**src/verilog/alut_pkg.sv**
```systemverilog
//--------------------
// shared types and register map of the alut
// offsets are byte addresses on a 7-bit apb bus, word aligned
// table depth default lives here, top level may override it
//--------------------
package alut_pkg;

   localparam int alut_depth_dflt = 8;    // table entries, 2 or more

   typedef logic [47:0] mac_t;            // station address
   typedef logic [1:0]  port_t;           // switch port number
   typedef logic [4:0]  dport_t;          // forwarding mask, bit 4 is the switch
   typedef logic [31:0] stamp_t;          // time and entry stamp
   typedef logic [6:0]  apb_addr_t;
   typedef logic [31:0] word_t;

   typedef struct packed {
      logic      psel;
      logic      penable;
      logic      pwrite;
      apb_addr_t paddr;
      word_t     pwdata;
   } apb_req_t;

   typedef struct packed {
      mac_t  d_addr;
      mac_t  s_addr;
      port_t s_port;
   } frm_info_t;                          // frame under check

   typedef struct packed {
      mac_t  addr;
      port_t port;
   } inv_rec_t;                           // one invalidated entry

   typedef struct packed {
      logic   valid;
      mac_t   addr;
      port_t  port;
      stamp_t stamp;
   } tbl_entry_t;

   typedef enum logic [1:0] {
      cmd_none  = 2'd0,
      cmd_check = 2'd1,
      cmd_age   = 2'd2                    // code 3 unused
   } cmd_t;

   // register map
   localparam apb_addr_t al_frm_d_addr_l   = 7'h00;
   localparam apb_addr_t al_frm_d_addr_u   = 7'h04;
   localparam apb_addr_t al_frm_s_addr_l   = 7'h08;
   localparam apb_addr_t al_frm_s_addr_u   = 7'h0c;
   localparam apb_addr_t al_s_port         = 7'h10;
   localparam apb_addr_t al_d_port         = 7'h14;   // read only
   localparam apb_addr_t al_mac_addr_l     = 7'h18;
   localparam apb_addr_t al_mac_addr_u     = 7'h1c;
   localparam apb_addr_t al_cur_time       = 7'h20;   // read only
   localparam apb_addr_t al_bb_age         = 7'h24;
   localparam apb_addr_t al_div_clk        = 7'h28;
   localparam apb_addr_t al_command        = 7'h2c;   // reads zero
   localparam apb_addr_t al_status         = 7'h30;
   localparam apb_addr_t al_lst_inv_addr_l = 7'h34;
   localparam apb_addr_t al_lst_inv_addr_u = 7'h38;
   localparam apb_addr_t al_lst_inv_port   = 7'h3c;

endpackage

```
**src/verilog/alut_timer.sv**
```systemverilog
//--------------------
// current time, one tick every div_clk+1 cycles
// wraps at 2^32
//--------------------
`timescale 1ns/100ps

module alut_timer
(
   input  logic             pclk10,
   input  logic             n_p_reset10,
   input  logic [7:0]       div_clk,
   output alut_pkg::stamp_t curr_time
);
   logic [7:0] presc;       // prescale count

   always_ff @(posedge pclk10 or negedge n_p_reset10)
   begin
      if (!n_p_reset10)
      begin
         presc     <= '0;
         curr_time <= '0;
      end
      else if (presc >= div_clk)   // also catches a lowered divider
      begin
         presc     <= '0;
         curr_time <= curr_time + 1'b1;
      end
      else
         presc <= presc + 1'b1;
   end

endmodule

```
**src/verilog/alut_table.sv**
```systemverilog
//--------------------
// lookup table, parallel match on query
// write port has priority over invalidation
// victim is lowest free entry, round robin once full
//--------------------
`timescale 1ns/100ps

module alut_table #(
   parameter int alut_depth = alut_pkg::alut_depth_dflt
) (
   input  logic                          pclk10,
   input  logic                          n_p_reset10,
   input  alut_pkg::mac_t                query,
   output logic                          hit,
   output logic [$clog2(alut_depth)-1:0] hit_idx,
   output logic [$clog2(alut_depth)-1:0] victim_idx,
   input  logic                          wr_en,
   input  logic [$clog2(alut_depth)-1:0] wr_idx,
   input  alut_pkg::tbl_entry_t          wr_entry,
   input  logic [$clog2(alut_depth)-1:0] rd_idx,
   output alut_pkg::tbl_entry_t          rd_entry,
   input  logic                          inv_en,
   input  logic [$clog2(alut_depth)-1:0] inv_idx
);
   import alut_pkg::*;

   localparam int iw = $clog2(alut_depth);

   tbl_entry_t            mem [alut_depth];   // payload, valid kept apart
   logic [alut_depth-1:0] valid;
   logic [iw-1:0]         rr_ptr;             // replacement when full
   logic                  full;

   assign full     = &valid;
   assign rd_entry = tbl_entry_t'{valid[rd_idx], mem[rd_idx].addr,
                                  mem[rd_idx].port, mem[rd_idx].stamp};

   // lowest match and lowest free slot
   always_comb
   begin
      hit        = 1'b0;
      hit_idx    = '0;
      victim_idx = rr_ptr;
      for (int i = alut_depth - 1; i >= 0; i--)
      begin
         if (valid[i] && mem[i].addr == query)
         begin
            hit     = 1'b1;
            hit_idx = iw'(i);
         end
         if (!valid[i])
            victim_idx = iw'(i);
      end
   end

   always_ff @(posedge pclk10)
   begin
      if (wr_en)
         mem[wr_idx] <= wr_entry;
   end

   always_ff @(posedge pclk10 or negedge n_p_reset10)
   begin
      if (!n_p_reset10)
      begin
         valid  <= '0;
         rr_ptr <= '0;
      end
      else if (wr_en)
      begin
         valid[wr_idx] <= wr_entry.valid;
         if (full)
            rr_ptr <= (rr_ptr == iw'(alut_depth - 1)) ? '0 : rr_ptr + 1'b1;
      end
      else if (inv_en)
         valid[inv_idx] <= 1'b0;              // aged out
   end

   // the two checkers never run together
   a_no_wr_inv : assert property (@(posedge pclk10) disable iff (!n_p_reset10)
      !(wr_en && inv_en));

endmodule

```
**src/verilog/alut_addr_checker.sv**
```systemverilog
//--------------------
// one frame per cmd_check, two busy cycles
// search looks up d_addr, learn writes s_addr and its port
// reused stays set until a status read clears it
//--------------------
`timescale 1ns/100ps

module alut_addr_checker #(
   parameter int alut_depth = alut_pkg::alut_depth_dflt
) (
   input  logic                          pclk10,
   input  logic                          n_p_reset10,
   input  alut_pkg::cmd_t                command,
   input  alut_pkg::frm_info_t           frm,
   input  alut_pkg::mac_t                mac_addr,
   input  alut_pkg::stamp_t              curr_time,
   input  logic                          clear_reused,
   output logic                          active,
   output alut_pkg::dport_t              d_port,
   output logic                          reused,
   output alut_pkg::inv_rec_t            nrm_inv,
   output alut_pkg::mac_t                query,
   input  logic                          hit,
   input  logic [$clog2(alut_depth)-1:0] hit_idx,
   input  logic [$clog2(alut_depth)-1:0] victim_idx,
   output logic [$clog2(alut_depth)-1:0] rd_idx,
   input  alut_pkg::tbl_entry_t          rd_entry,
   output logic                          wr_en,
   output logic [$clog2(alut_depth)-1:0] wr_idx,
   output alut_pkg::tbl_entry_t          wr_entry
);
   import alut_pkg::*;

   typedef enum logic [1:0] {st_idle, st_search, st_learn} state_t;

   state_t                        state;
   logic [$clog2(alut_depth)-1:0] tgt_idx;   // hit entry, else victim
   dport_t                        fwd;       // mask for the current frame

   assign active   = (state != st_idle);
   assign query    = (state == st_learn) ? frm.s_addr : frm.d_addr;
   assign tgt_idx  = hit ? hit_idx : victim_idx;
   assign rd_idx   = tgt_idx;
   assign wr_en    = (state == st_learn);
   assign wr_idx   = tgt_idx;                // refresh in place on a hit
   assign wr_entry = tbl_entry_t'{1'b1, frm.s_addr, frm.s_port, curr_time};

   // forwarding rule on the d_addr lookup
   always_comb
   begin
      if (frm.d_addr == mac_addr)
         fwd = 5'b10000;                                 // to the switch
      else if (hit && rd_entry.port != frm.s_port)
         fwd = dport_t'(1) << rd_entry.port;
      else if (hit)
         fwd = '0;                                       // same port, drop
      else
         fwd = 5'b01111 & ~(dport_t'(1) << frm.s_port);  // flood
   end

   always_ff @(posedge pclk10 or negedge n_p_reset10)
   begin
      if (!n_p_reset10)
      begin
         state   <= st_idle;
         d_port  <= '0;
         reused  <= 1'b0;
         nrm_inv <= '0;
      end
      else
      begin
         case (state)
            st_idle :
               if (command == cmd_check)
                  state <= st_search;
            st_search :
            begin
               d_port <= fwd;
               state  <= st_learn;
            end
            st_learn :
            begin
               state <= st_idle;
               if (!hit && rd_entry.valid)               // victim overwritten
               begin
                  reused  <= 1'b1;
                  nrm_inv <= inv_rec_t'{rd_entry.addr, rd_entry.port};
               end
            end
            default : state <= st_idle;
         endcase
         if (clear_reused)
            reused <= 1'b0;                              // only when idle
      end
   end

   // a check command that arrives while busy would be lost
   a_cmd_idle : assert property (@(posedge pclk10) disable iff (!n_p_reset10)
      (command == cmd_check) |-> (state == st_idle));

endmodule

```
**src/verilog/alut_age_checker.sv**
```systemverilog
//--------------------
// sweeps one table entry per cycle after cmd_age
// runs only while the address checker is idle
// cmd_inv holds the latest aged entry of the sweep
//--------------------
`timescale 1ns/100ps

module alut_age_checker #(
   parameter int alut_depth = alut_pkg::alut_depth_dflt
) (
   input  logic                          pclk10,
   input  logic                          n_p_reset10,
   input  alut_pkg::cmd_t                command,
   input  alut_pkg::stamp_t              curr_time,
   input  alut_pkg::stamp_t              bb_age,
   output logic                          inval_in_prog,
   output alut_pkg::inv_rec_t            cmd_inv,
   output logic [$clog2(alut_depth)-1:0] rd_idx,
   input  alut_pkg::tbl_entry_t          rd_entry,
   output logic                          inv_en,
   output logic [$clog2(alut_depth)-1:0] inv_idx
);
   import alut_pkg::*;

   localparam int iw = $clog2(alut_depth);

   typedef enum logic {ag_idle, ag_sweep} state_t;

   state_t          state;
   logic [iw-1:0]   idx;        // entry under test
   stamp_t          age;
   logic            aged;
   inv_rec_t        last_rec;   // last entry cleared

   assign inval_in_prog = (state == ag_sweep);
   assign rd_idx        = idx;
   assign inv_idx       = idx;
   assign age           = curr_time - rd_entry.stamp;   // wraps mod 2^32
   assign aged          = inval_in_prog & rd_entry.valid & (age > bb_age);
   assign inv_en        = aged;
   assign cmd_inv       = aged ? inv_rec_t'{rd_entry.addr, rd_entry.port} : last_rec;

   always_ff @(posedge pclk10 or negedge n_p_reset10)
   begin
      if (!n_p_reset10)
      begin
         state    <= ag_idle;
         idx      <= '0;
         last_rec <= '0;
      end
      else if (state == ag_idle)
      begin
         idx <= '0;
         if (command == cmd_age)
            state <= ag_sweep;
      end
      else
      begin
         if (aged)
            last_rec <= cmd_inv;
         if (idx == iw'(alut_depth - 1))
            state <= ag_idle;                    // whole table seen
         idx <= idx + 1'b1;
      end
   end

endmodule

```
**src/verilog/alut_reg_bank.sv**
```systemverilog
//--------------------
// apb register file, no pready and no pslverr
// reads sampled in the setup phase, prdata zero outside access phase
// command clears itself one cycle after the write
//--------------------
`timescale 1ns/100ps

module alut_reg_bank
(
   input  logic                pclk10,
   input  logic                n_p_reset10,
   input  alut_pkg::apb_req_t  apb,
   output alut_pkg::word_t     prdata,
   input  alut_pkg::stamp_t    curr_time,
   input  logic                active,
   input  logic                inval_in_prog,
   input  logic                reused,
   input  alut_pkg::dport_t    d_port,
   input  alut_pkg::inv_rec_t  nrm_inv,
   input  alut_pkg::inv_rec_t  cmd_inv,
   output alut_pkg::frm_info_t frm,
   output alut_pkg::mac_t      mac_addr,
   output alut_pkg::stamp_t    bb_age,
   output logic [7:0]          div_clk,
   output alut_pkg::cmd_t      command,
   output logic                clear_reused
);
   import alut_pkg::*;

   logic     rd_en;          // setup phase of a read
   logic     wr_en;          // access phase of a write
   inv_rec_t lst_inv;        // last invalidated entry

   assign rd_en = apb.psel & ~apb.penable & ~apb.pwrite;
   assign wr_en = apb.psel & apb.penable & apb.pwrite;

   // status read acknowledges reuse, only once the checker is idle
   assign clear_reused = rd_en & (apb.paddr == al_status) & ~active;

   // --------------------
   // writable registers
   always_ff @(posedge pclk10 or negedge n_p_reset10)
   begin
      if (!n_p_reset10)
      begin
         frm      <= '0;
         mac_addr <= '0;
         bb_age   <= '1;     // nothing ages until programmed
         div_clk  <= '0;
      end
      else if (wr_en)
      begin
         case (apb.paddr)
            al_frm_d_addr_l : frm.d_addr[31:0]  <= apb.pwdata;
            al_frm_d_addr_u : frm.d_addr[47:32] <= apb.pwdata[15:0];
            al_frm_s_addr_l : frm.s_addr[31:0]  <= apb.pwdata;
            al_frm_s_addr_u : frm.s_addr[47:32] <= apb.pwdata[15:0];
            al_s_port       : frm.s_port        <= apb.pwdata[1:0];
            al_mac_addr_l   : mac_addr[31:0]    <= apb.pwdata;
            al_mac_addr_u   : mac_addr[47:32]   <= apb.pwdata[15:0];
            al_bb_age       : bb_age            <= apb.pwdata;
            al_div_clk      : div_clk           <= apb.pwdata[7:0];
            default         : ;                 // unmapped or read only
         endcase
      end
   end

   // command, one cycle wide, blocked while the other engine runs
   always_ff @(posedge pclk10 or negedge n_p_reset10)
   begin
      if (!n_p_reset10)
         command <= cmd_none;
      else if (command != cmd_none)
         command <= cmd_none;                   // self clear
      else if (wr_en && apb.paddr == al_command)
      begin
         case (apb.pwdata[1:0])
            2'd1    : command <= inval_in_prog ? cmd_none : cmd_check;
            2'd2    : command <= active ? cmd_none : cmd_age;
            default : command <= cmd_none;      // code 3 dropped
         endcase
      end
   end

   // last invalidated record, learning overwrite wins over aging
   always_ff @(posedge pclk10 or negedge n_p_reset10)
   begin
      if (!n_p_reset10)
         lst_inv <= '0;
      else if (reused)
         lst_inv <= nrm_inv;
      else if (inval_in_prog)
         lst_inv <= cmd_inv;
   end

   // --------------------
   // registered read mux
   always_ff @(posedge pclk10 or negedge n_p_reset10)
   begin
      if (!n_p_reset10)
         prdata <= '0;
      else if (rd_en)
      begin
         case (apb.paddr)
            al_frm_d_addr_l   : prdata <= frm.d_addr[31:0];
            al_frm_d_addr_u   : prdata <= word_t'(frm.d_addr[47:32]);
            al_frm_s_addr_l   : prdata <= frm.s_addr[31:0];
            al_frm_s_addr_u   : prdata <= word_t'(frm.s_addr[47:32]);
            al_s_port         : prdata <= word_t'(frm.s_port);
            al_d_port         : prdata <= word_t'(d_port);
            al_mac_addr_l     : prdata <= mac_addr[31:0];
            al_mac_addr_u     : prdata <= word_t'(mac_addr[47:32]);
            al_cur_time       : prdata <= curr_time;
            al_bb_age         : prdata <= bb_age;
            al_div_clk        : prdata <= word_t'(div_clk);
            al_status         : prdata <= word_t'({reused, inval_in_prog, active});
            al_lst_inv_addr_l : prdata <= lst_inv.addr[31:0];
            al_lst_inv_addr_u : prdata <= word_t'(lst_inv.addr[47:32]);
            al_lst_inv_port   : prdata <= word_t'(lst_inv.port);
            default           : prdata <= '0;
         endcase
      end
      else
         prdata <= '0;       // only valid in access phase
   end

   // --------------------
   // checks
   a_no_rd_wr : assert property (@(posedge pclk10) disable iff (!n_p_reset10)
      !(rd_en && wr_en));

   // written code shows up next cycle unless blocked by the busy engine
   a_cmd_wr : assert property (@(posedge pclk10) disable iff (!n_p_reset10)
      (wr_en && apb.paddr == al_command) |=>
      (command == ((($past(apb.pwdata[1:0]) == 2'd1) && !$past(inval_in_prog)) ||
                   (($past(apb.pwdata[1:0]) == 2'd2) && !$past(active)) ?
                   $past(apb.pwdata[1:0]) : 2'd0)));

endmodule

```
**src/verilog/alut.sv**
```systemverilog
//--------------------
// alut top, apb slave with no back pressure
// table read port goes to the address checker while it is active
//--------------------
`timescale 1ns/100ps

module alut #(
   parameter int alut_depth = alut_pkg::alut_depth_dflt
) (
   input  logic               pclk10,
   input  logic               n_p_reset10,
   input  alut_pkg::apb_req_t apb,
   output alut_pkg::word_t    prdata
);
   import alut_pkg::*;

   localparam int iw = $clog2(alut_depth);

   frm_info_t     frm;
   mac_t          mac_addr;
   mac_t          query;
   stamp_t        bb_age;
   stamp_t        curr_time;
   logic [7:0]    div_clk;
   cmd_t          command;
   logic          active;
   logic          inval_in_prog;
   logic          reused;
   logic          clear_reused;
   dport_t        d_port;
   inv_rec_t      nrm_inv;
   inv_rec_t      cmd_inv;
   logic          hit;
   logic          wr_en;
   logic          inv_en;
   logic [iw-1:0] hit_idx;
   logic [iw-1:0] victim_idx;
   logic [iw-1:0] wr_idx;
   logic [iw-1:0] inv_idx;
   logic [iw-1:0] ac_rd_idx;       // address checker read
   logic [iw-1:0] ag_rd_idx;       // age checker read
   logic [iw-1:0] rd_idx;
   tbl_entry_t    wr_entry;
   tbl_entry_t    rd_entry;

   assign rd_idx = active ? ac_rd_idx : ag_rd_idx;

   alut_reg_bank u_reg_bank (
      .pclk10, .n_p_reset10, .apb, .prdata, .curr_time, .active, .inval_in_prog,
      .reused, .d_port, .nrm_inv, .cmd_inv, .frm, .mac_addr, .bb_age, .div_clk,
      .command, .clear_reused);

   alut_addr_checker #(.alut_depth(alut_depth)) u_addr_checker (
      .pclk10, .n_p_reset10, .command, .frm, .mac_addr, .curr_time, .clear_reused,
      .active, .d_port, .reused, .nrm_inv, .query, .hit, .hit_idx, .victim_idx,
      .rd_idx(ac_rd_idx), .rd_entry, .wr_en, .wr_idx, .wr_entry);

   alut_age_checker #(.alut_depth(alut_depth)) u_age_checker (
      .pclk10, .n_p_reset10, .command, .curr_time, .bb_age, .inval_in_prog,
      .cmd_inv, .rd_idx(ag_rd_idx), .rd_entry, .inv_en, .inv_idx);

   alut_table #(.alut_depth(alut_depth)) u_table (
      .pclk10, .n_p_reset10, .query, .hit, .hit_idx, .victim_idx, .wr_en, .wr_idx,
      .wr_entry, .rd_idx, .rd_entry, .inv_en, .inv_idx);

   alut_timer u_timer (.pclk10, .n_p_reset10, .div_clk, .curr_time);

endmodule

```
**config.mk**
```make
export PLATFORM = sky130hd
export DESIGN_NAME = alut
export DESIGN_NICKNAME = d
export VERILOG_FILES = /design/src/verilog/alut_pkg.sv /design/src/verilog/alut_timer.sv /design/src/verilog/alut_table.sv /design/src/verilog/alut_addr_checker.sv /design/src/verilog/alut_age_checker.sv /design/src/verilog/alut_reg_bank.sv /design/src/verilog/alut.sv
export SDC_FILE = /design/constraint.sdc
export NUM_CORES = 2
export LEC_CHECK = 0
export ABC_AREA = 1
export BUFFER_PORTS_ARGS = -buffer_cell sky130_fd_sc_hd__buf_2
export CORE_AREA = 3 3 313 376
export DETAILED_ROUTE_END_ITERATION = 8
export DIE_AREA = 0 0 316 379
export GPL_TIMING_DRIVEN = 1
export HOLD_SLACK_MARGIN = 0.08
export PLACE_DENSITY_LB_ADDON = 0.08
export REMOVE_ABC_BUFFERS = 1
export SLEW_MARGIN = 15
export SYNTH_ARGS = -nofsm -noshare
export SYNTH_HDL_FRONTEND = slang
export SYNTH_HIERARCHICAL = 1
export SYNTH_SLANG_ARGS = --single-unit
```
**constraint.sdc**
```tcl
create_clock -name pclk10 -period 7.3 [get_ports pclk10]
set_input_delay 0.365 -clock pclk10 [delete_from_list [all_inputs] [get_ports pclk10]]
set_output_delay 0.365 -clock pclk10 [all_outputs]
set_load 0.1 [all_outputs]
```
After elaboration in Yosys (flattened, before gate mapping)
Memories as Yosys holds them, arrays and structs flattened.
Index checks and enable logic that the tools add are counted.

storage, ports and cells
  register bits after elaboration = 433
  memory bits (writable) = 656
  bits of input ports = 44
  output and inout port bits = 32
  logic and storage cells = 187
  memories kept = 1

memories
  name         words  width  rd ports  clocked after memory_dff  write ports  RTL line          text
  u_table.mem  8      82     9         0                         1            alut_table.sv:29  tbl_entry_t mem [alut_depth];

operators by class
  add/sub/neg operators = 5
  $lt $le $gt $ge = 7
  equality and inequality tests = 34
  shifts and indexed selects = 2
  multiplexer cells = 61
  bitwise operators = 15
  reduce and logical (&&, ||, !) cells = 36

operators with widths
  kind                   number
  $pmux 32 s15           1
  $eq 48x48->1           9
  $mux 50                3
  $mux 3                 20
  $eq 7x6->1 const B     8
  $mux 48                1
  $add 32x1->32 const B  1
  $gt 32x32->1           1
  $mux 32                1
  $sub 32x32->32         1
  $eq 7x5->1 const B     4
  $mux 8                 3
  $reduce_and 2->1       12
  $mux 1                 20
  $eq 7x4->1 const B     2
  $reduce_bool 2->1      7
  $logic_and 1x1->1      13
  $lt 3x4->1 const B     3
  $mux 5                 2
  $reduce_and 9->1       1
  $add 8x1->8 const B    1
  $and 1x1->1            8
  $and 8x8->8            1
  $ge 8x8->1             1
  other kinds (22)       36

Depth between registers and ports, before layout
  word-level depth = 21
  gate-level depth with buffers = 67
  gate-level depth less buffers = 61

Modules after synthesis
The synthesis kept the hierarchy.

by module, submodules not included
  module             times used  cells each  area an instance (µm²)  sequential area each (µm²)
  alut_table         1           2,975       31,171.1                19,974.2
  alut_reg_bank      1           1,542       12,599.6                6,796.5
  alut_age_checker   1           835         5,855.6                 1,351.3
  alut_addr_checker  1           593         4,548.1                 1,451.4
  alut_timer         1           391         2,770.2                 1,001.0
  alut               1           10          37.5                    0.0

Worst setup path before layout
Ideal clock, no wire load.

  kind = register to register
  start = reg u_addr_checker.state[1]
  end = reg u_table.valid[5]
  library setup time = 0.126 ns
  arrival = 7.010 ns
  data required time = 7.174 ns
  slack = 0.163 ns
  stages on the path, launching flop included = 26
  path buffers = 2
  clock period less this slack = 7.137 ns
  cell sequence = dfrtp_1 -> inv_1 -> nor2_8 -> clkbuf_1 -> o21ai_0 -> inv_2 -> o21ai_0 -> nor2_1 -> nand2_1 -> nor2_1 -> nand2_1 -> nor2_1 -> nand2_1 -> o21ai_1 -> nor2_1 -> nand4_1 -> inv_2 -> nand2_1 -> nand2_1 -> buf_4 -> inv_1 -> nor2_1 -> inv_1 -> nor2_1 -> o22ai_1 -> a22o_1

on the way
  longest elaborated chain between the ends = 19
  elaborated cells between the ends (all ways) = 52
  those cells by class = add/sub: 1; order compare: 3; eq/ne: 9; mux: 24; bitwise: 3; reduce/logical: 11; memory: 1

RTL lines
  what                                                          RTL line                 text
  from (decl)                                                   alut_addr_checker.sv:36  state_t state;
  from (signal assigned)                                        alut_addr_checker.sv:65  state <= st_idle;
  from (signal assigned)                                        alut_addr_checker.sv:75  state <= st_search;
  from (signal assigned)                                        alut_addr_checker.sv:79  state <= st_learn;
  $eq 2x2->1 *                                                  alut_addr_checker.sv:41  assign query = (state == st_learn) ? frm.s_addr : frm.d_addr;
  $mux 48 *                                                     alut_addr_checker.sv:41
  named net query[43]                                           alut.sv:21               mac_t query;
  $eq 48x48->1                                                  alut_table.sv:46         if (valid[i] && mem[i].addr == query)
  $logic_and 1x1->1                                             alut_table.sv:46
  $mux 1 (7 in series)                                          alut_table.sv:46
  $mux 1 *                                                      alut_table.sv:46
  named net hit                                                 alut.sv:33               logic hit;
  $mux 3 *                                                      alut_addr_checker.sv:42  assign tgt_idx = hit ? hit_idx : victim_idx;
  named net ac_rd_idx[2]                                        alut.sv:40               logic [iw-1:0] ac_rd_idx;
  $mux 3 (tied with other cells)                                alut.sv:46               assign rd_idx = active ? ac_rd_idx : ag_rd_idx;
  $mem_v2 8x82 (tied with other cells)                          n/a
  $sub 32x32->32 (tied with other cells)                        alut_age_checker.sv:38   assign age = curr_time - rd_entry.stamp;
  $gt 32x32->1 (tied with other cells)                          alut_age_checker.sv:39   assign aged = inval_in_prog & rd_entry.valid & (age > bb_age);
  $and 1x1->1 or $or 8x8->8 (tied branches)                     n/a
  $reduce_bool 2->1 (no source line) or $mux 8 (tied branches)  n/a
  to (signal, indexed assignment)                               alut_table.sv:71         valid[wr_idx] <= wr_entry.valid;
  to (decl)                                                     alut_table.sv:30         logic [alut_depth-1:0] valid;

Mark *: on every way through the listed nets, which the timed path passes. The rest lies on a longest branch. The select of a mux whose other input is x is not followed.
A chain may end at the register's enable or synchronous reset.

==> out/qor.yml <==
seqPwrFrac: 0.480
synth_area_leaders: "edfxtp_1 35%, dfrtp_1 18%, nand2_1 9.5%"
synth_compound_area_frac: 0.1140
die_h_um: 379
routed_wirelength_mm: 264.6
whs_ns: 0.1368
power.leakage_nw: 31.61
period_needed_ns: 7.788
cp.required_ns: 7.99
wl_per_cell_um: 30.27
vias: 52390
numClockSinks: 1089
clk_latency_ns: 0.78
syn-cell-area_mm2: 0.05698
fmax_mhz: 128.4
swShare: 0.2567
placed_cells_incl_taps: 8376
synthAdderAreaFrac: 0.01770
drt_iter0_markers: 6441
crit_type: "flip-flop to flip-flop"
max_slew_margin: 0.07987
dp_hpwl_mm: 191.6
tightestPinTransition_ns: 1.374
die_area_mm2: 0.1198
grt_pass1_wl_mm: 362.2
synth_top_area_share: 0.3457
fin_worst_skew_ns: 0.05031
power_mw: 14.00
clock_path_buffers: 3
synthMuxAreaShare: 0.01245
ys_seq_area_frac: 0.5366
fin_nets: 7243
layout-drive-gt1-share: 0.2834
internal-power_mw: 10.41
cts_htree_levels: 3
crit_fanout: 8
outcome: "complete, but fails checks"
hp-class: "input port to flip-flop"
synthFlopType: "edfxtp_1"
worst_slack_ns: -0.4880
first_global_vias: 49450
powerDensity_mw_per_mm2: 191.9
viasPerCell: 5.994
combPwrFrac: 0.098
ant_nets: 0
port_buffers: 75
postSynthRegisterBits: 1089
grtUsageTotal: 0.4307
slowest_stage: "dfrtp_1"
antenna_found_initial: 17
numCtsBuffers: 111
fin_area_mm2: 0.07297
async_flop_share: 0.3976
crit_top_cell: "nand2_1"
drv_cap: 0
synth_xor_area_frac: 0.02844
dr.pass1.iters: 6
clockPowerShare: 0.423
synth_area_leader_cell: "edfxtp_1"
startpoint_type: "flip-flop"
finalCritPeriodShare: 1.067
finalHoldViolations: 0
ys_warn_count: 6
placed_cell_area_mm2: 0.06409
cpPeakStageDelay_ns: 0.41
arrival_ns: 8.48
synth_top_family_by_area: "simple AND/OR/NAND/NOR gates"
cts_tree: "yes"
ys_types: 61
area_growth_pct: 28.06
grt_overflow: 0
ir_drop_mv: 0.2904
endpoint_kind: "flip-flop"
post-route-drc-count: 0
fin_cells: 8741
rows: 136
cts_root_buf: "clkbuf_16"
avgSynthCellArea_um2: 8.979
violations: "negative setup slack"
slew_violations: 0
gp_congestion: 1.094
path_clk_slew_ns: 0.07
grt_max_degree: 166
setup_viol_count_final: 108
pin_count: 76
dieWidth_um: 316
power.switching_mw: 3.594
core-area_mm2: 0.1145
synth_cells: 6346
synth-edff-count: 656
rsz0062_at_grt: "true"
synth_simple_gate_area_frac: 0.2150
start_util: 0.4976
==> synthesized netlist by cell type (51+ instances only) <==
cell type	n
a21oi_1	214
a31oi_1	83
buf_2	125
buf_4	111
clkbuf_1	109
dfrtp_1	401
edfxtp_1	656
ha_1	79
inv_1	489
inv_2	61
nand2_1	1442
nand2_4	51
nand3_1	431
nor2_1	687
o21ai_0	455
o21ai_1	200
o22ai_1	167
xnor2_1	74
xor2_1	111
==> layout by cell type (no fill, tap or decap), types with 61 or more instances in the layout <==
cell and count:
inv_2 61, nand3_2 83, nor2_2 64, buf_2 74, clkbuf_16 119, xor2_1 100
nand3_1 344, buf_4 745, a21oi_1 188, inv_1 462, dfrtp_1 398, nand2_1 1247
o21ai_1 236, buf_12 67, edfxtp_1 656, buf_6 88, nand2_2 179, a31oi_1 82
o22ai_1 154, nand2_4 79, o21ai_0 390, nor2_1 608
==> cell type report <==
| cell class | count | area, um^2 |
|---|---|---|
| Fill cell | 9438 | 41550 |
| Sequential cell | 1089 | 30580 |
| Multi-Input combinational cell | 4312 | 25000 |
| Timing Repair Buffer | 1048 | 9524 |
| Clock buffer | 139 | 3007 |
| Inverter | 554 | 2192 |
| Tap cell | 1518 | 1899 |
| Clock inverter | 72 | 716.9 |
| Timing Repair inverter | 3 | 36.28 |
| Antenna cell | 6 | 15.01 |
==> timing repair <==
item,CTS,global route
setup buffers,54,52
gates resized for setup,445,465
setup endpoints to repair,109,109
hold endpoints to repair,203,0
gates cloned,19,5
pin swaps,97,224
hold buffers,31,0
==> per-layer routing <==
metal / share of wire / up-vias / track usage / wire length, um
met4: 0.094 / 8 / 0.3240 / 24800
met1: 0.35 / 25530 / 0.5059 / 91980
met5: 0.00018 / - / 0 / 48
met2: 0.47 / 3148 / 0.7016 / 123500
met3: 0.092 / 856 / 0.08130 / 24310
li1: - / 22860 / - / -
==> path summary, 6_finish.rpt <==
kind | slack, ns | to | depth (start not counted) | start
max | -0.49 | u_reg_bank/lst_inv[43] | 56 | u_addr_checker/state[1]
min | 0.14 | u_reg_bank/frm[57] | 3 | apb[7]
max reg2reg | -0.49 | u_reg_bank/lst_inv[43] | 56 | u_addr_checker/state[1]
min reg2reg | 0.47 | u_age_checker/inval_in_prog | 1 | u_reg_bank/command[0]
max in group asynchronous | 5.57 | u_reg_bank/mac_addr[19] | 3 | n_p_reset10
min in group asynchronous | 0.18 | u_reg_bank/lst_inv[8] | 2 | n_p_reset10
==> flip-flops by register name, indices dropped and copies added, names as in the netlist, 3 cells and up <==
name and flops:
u_reg_bank/bb_age 32, u_reg_bank/mac_addr 48, u_timer/presc 8, u_addr_checker/nrm_inv 50
u_reg_bank/frm 98, u_reg_bank/div_clk 8, u_reg_bank/lst_inv 50, u_table/valid 8
u_table/rr_ptr 3, u_table/mem 656, u_timer/curr_time 32, u_addr_checker/d_port 5
u_reg_bank/prdata 32, u_age_checker/last_rec 50, u_age_checker/inv_idx 3
==> stage by stage <==
step,setup WS [ns],utilization,setup TNS (ns)
2_1_floorplan,-9.955,-,-1435.10
3_3_place_gp,-1.340,0.5596,-115.32
3_5_place_dp,-1.408,0.5596,-124.11
4_1_cts,-0.2133,0.6179,-9.362
5_1_grt,-0.6722,0.6370,-57.30
6_report,-0.4880,0.6372,-37.15
==> critical path, delay by kind of cell, from the launching register on <==
kind,cells,cell delay (ns)
compound gates,5,0.80
fa+ha+maj,2,0.57
flops,1,0.41
simple gates,31,3.34
xor+xnor,1,0.16
buf+inv,17,2.41
==> cell families (layout without fill, tap and decap cells) <==
group | count (synthesis) | in the layout
compound gates | 1189 | 1189
xor+xnor | 185 | 185
fa+ha+maj | 80 | 80
buf+inv | 948 | 1816
flops | 1089 | 1089
mux | 48 | 48
other cells | 1 | 7
simple gates | 2806 | 2809
==> power by group through the flow <==
stage	Clock, mW	Sequential, mW	Combinational, mW
finish	5.92	6.71	1.37
global route	6.19	6.72	1.46
CTS	5.97	6.71	1.26
detailed placement	0	6.83	1.15
global placement	0	6.83	1.13
floorplan	0	6.81	0.521
(Power assumes the default switching activity.)
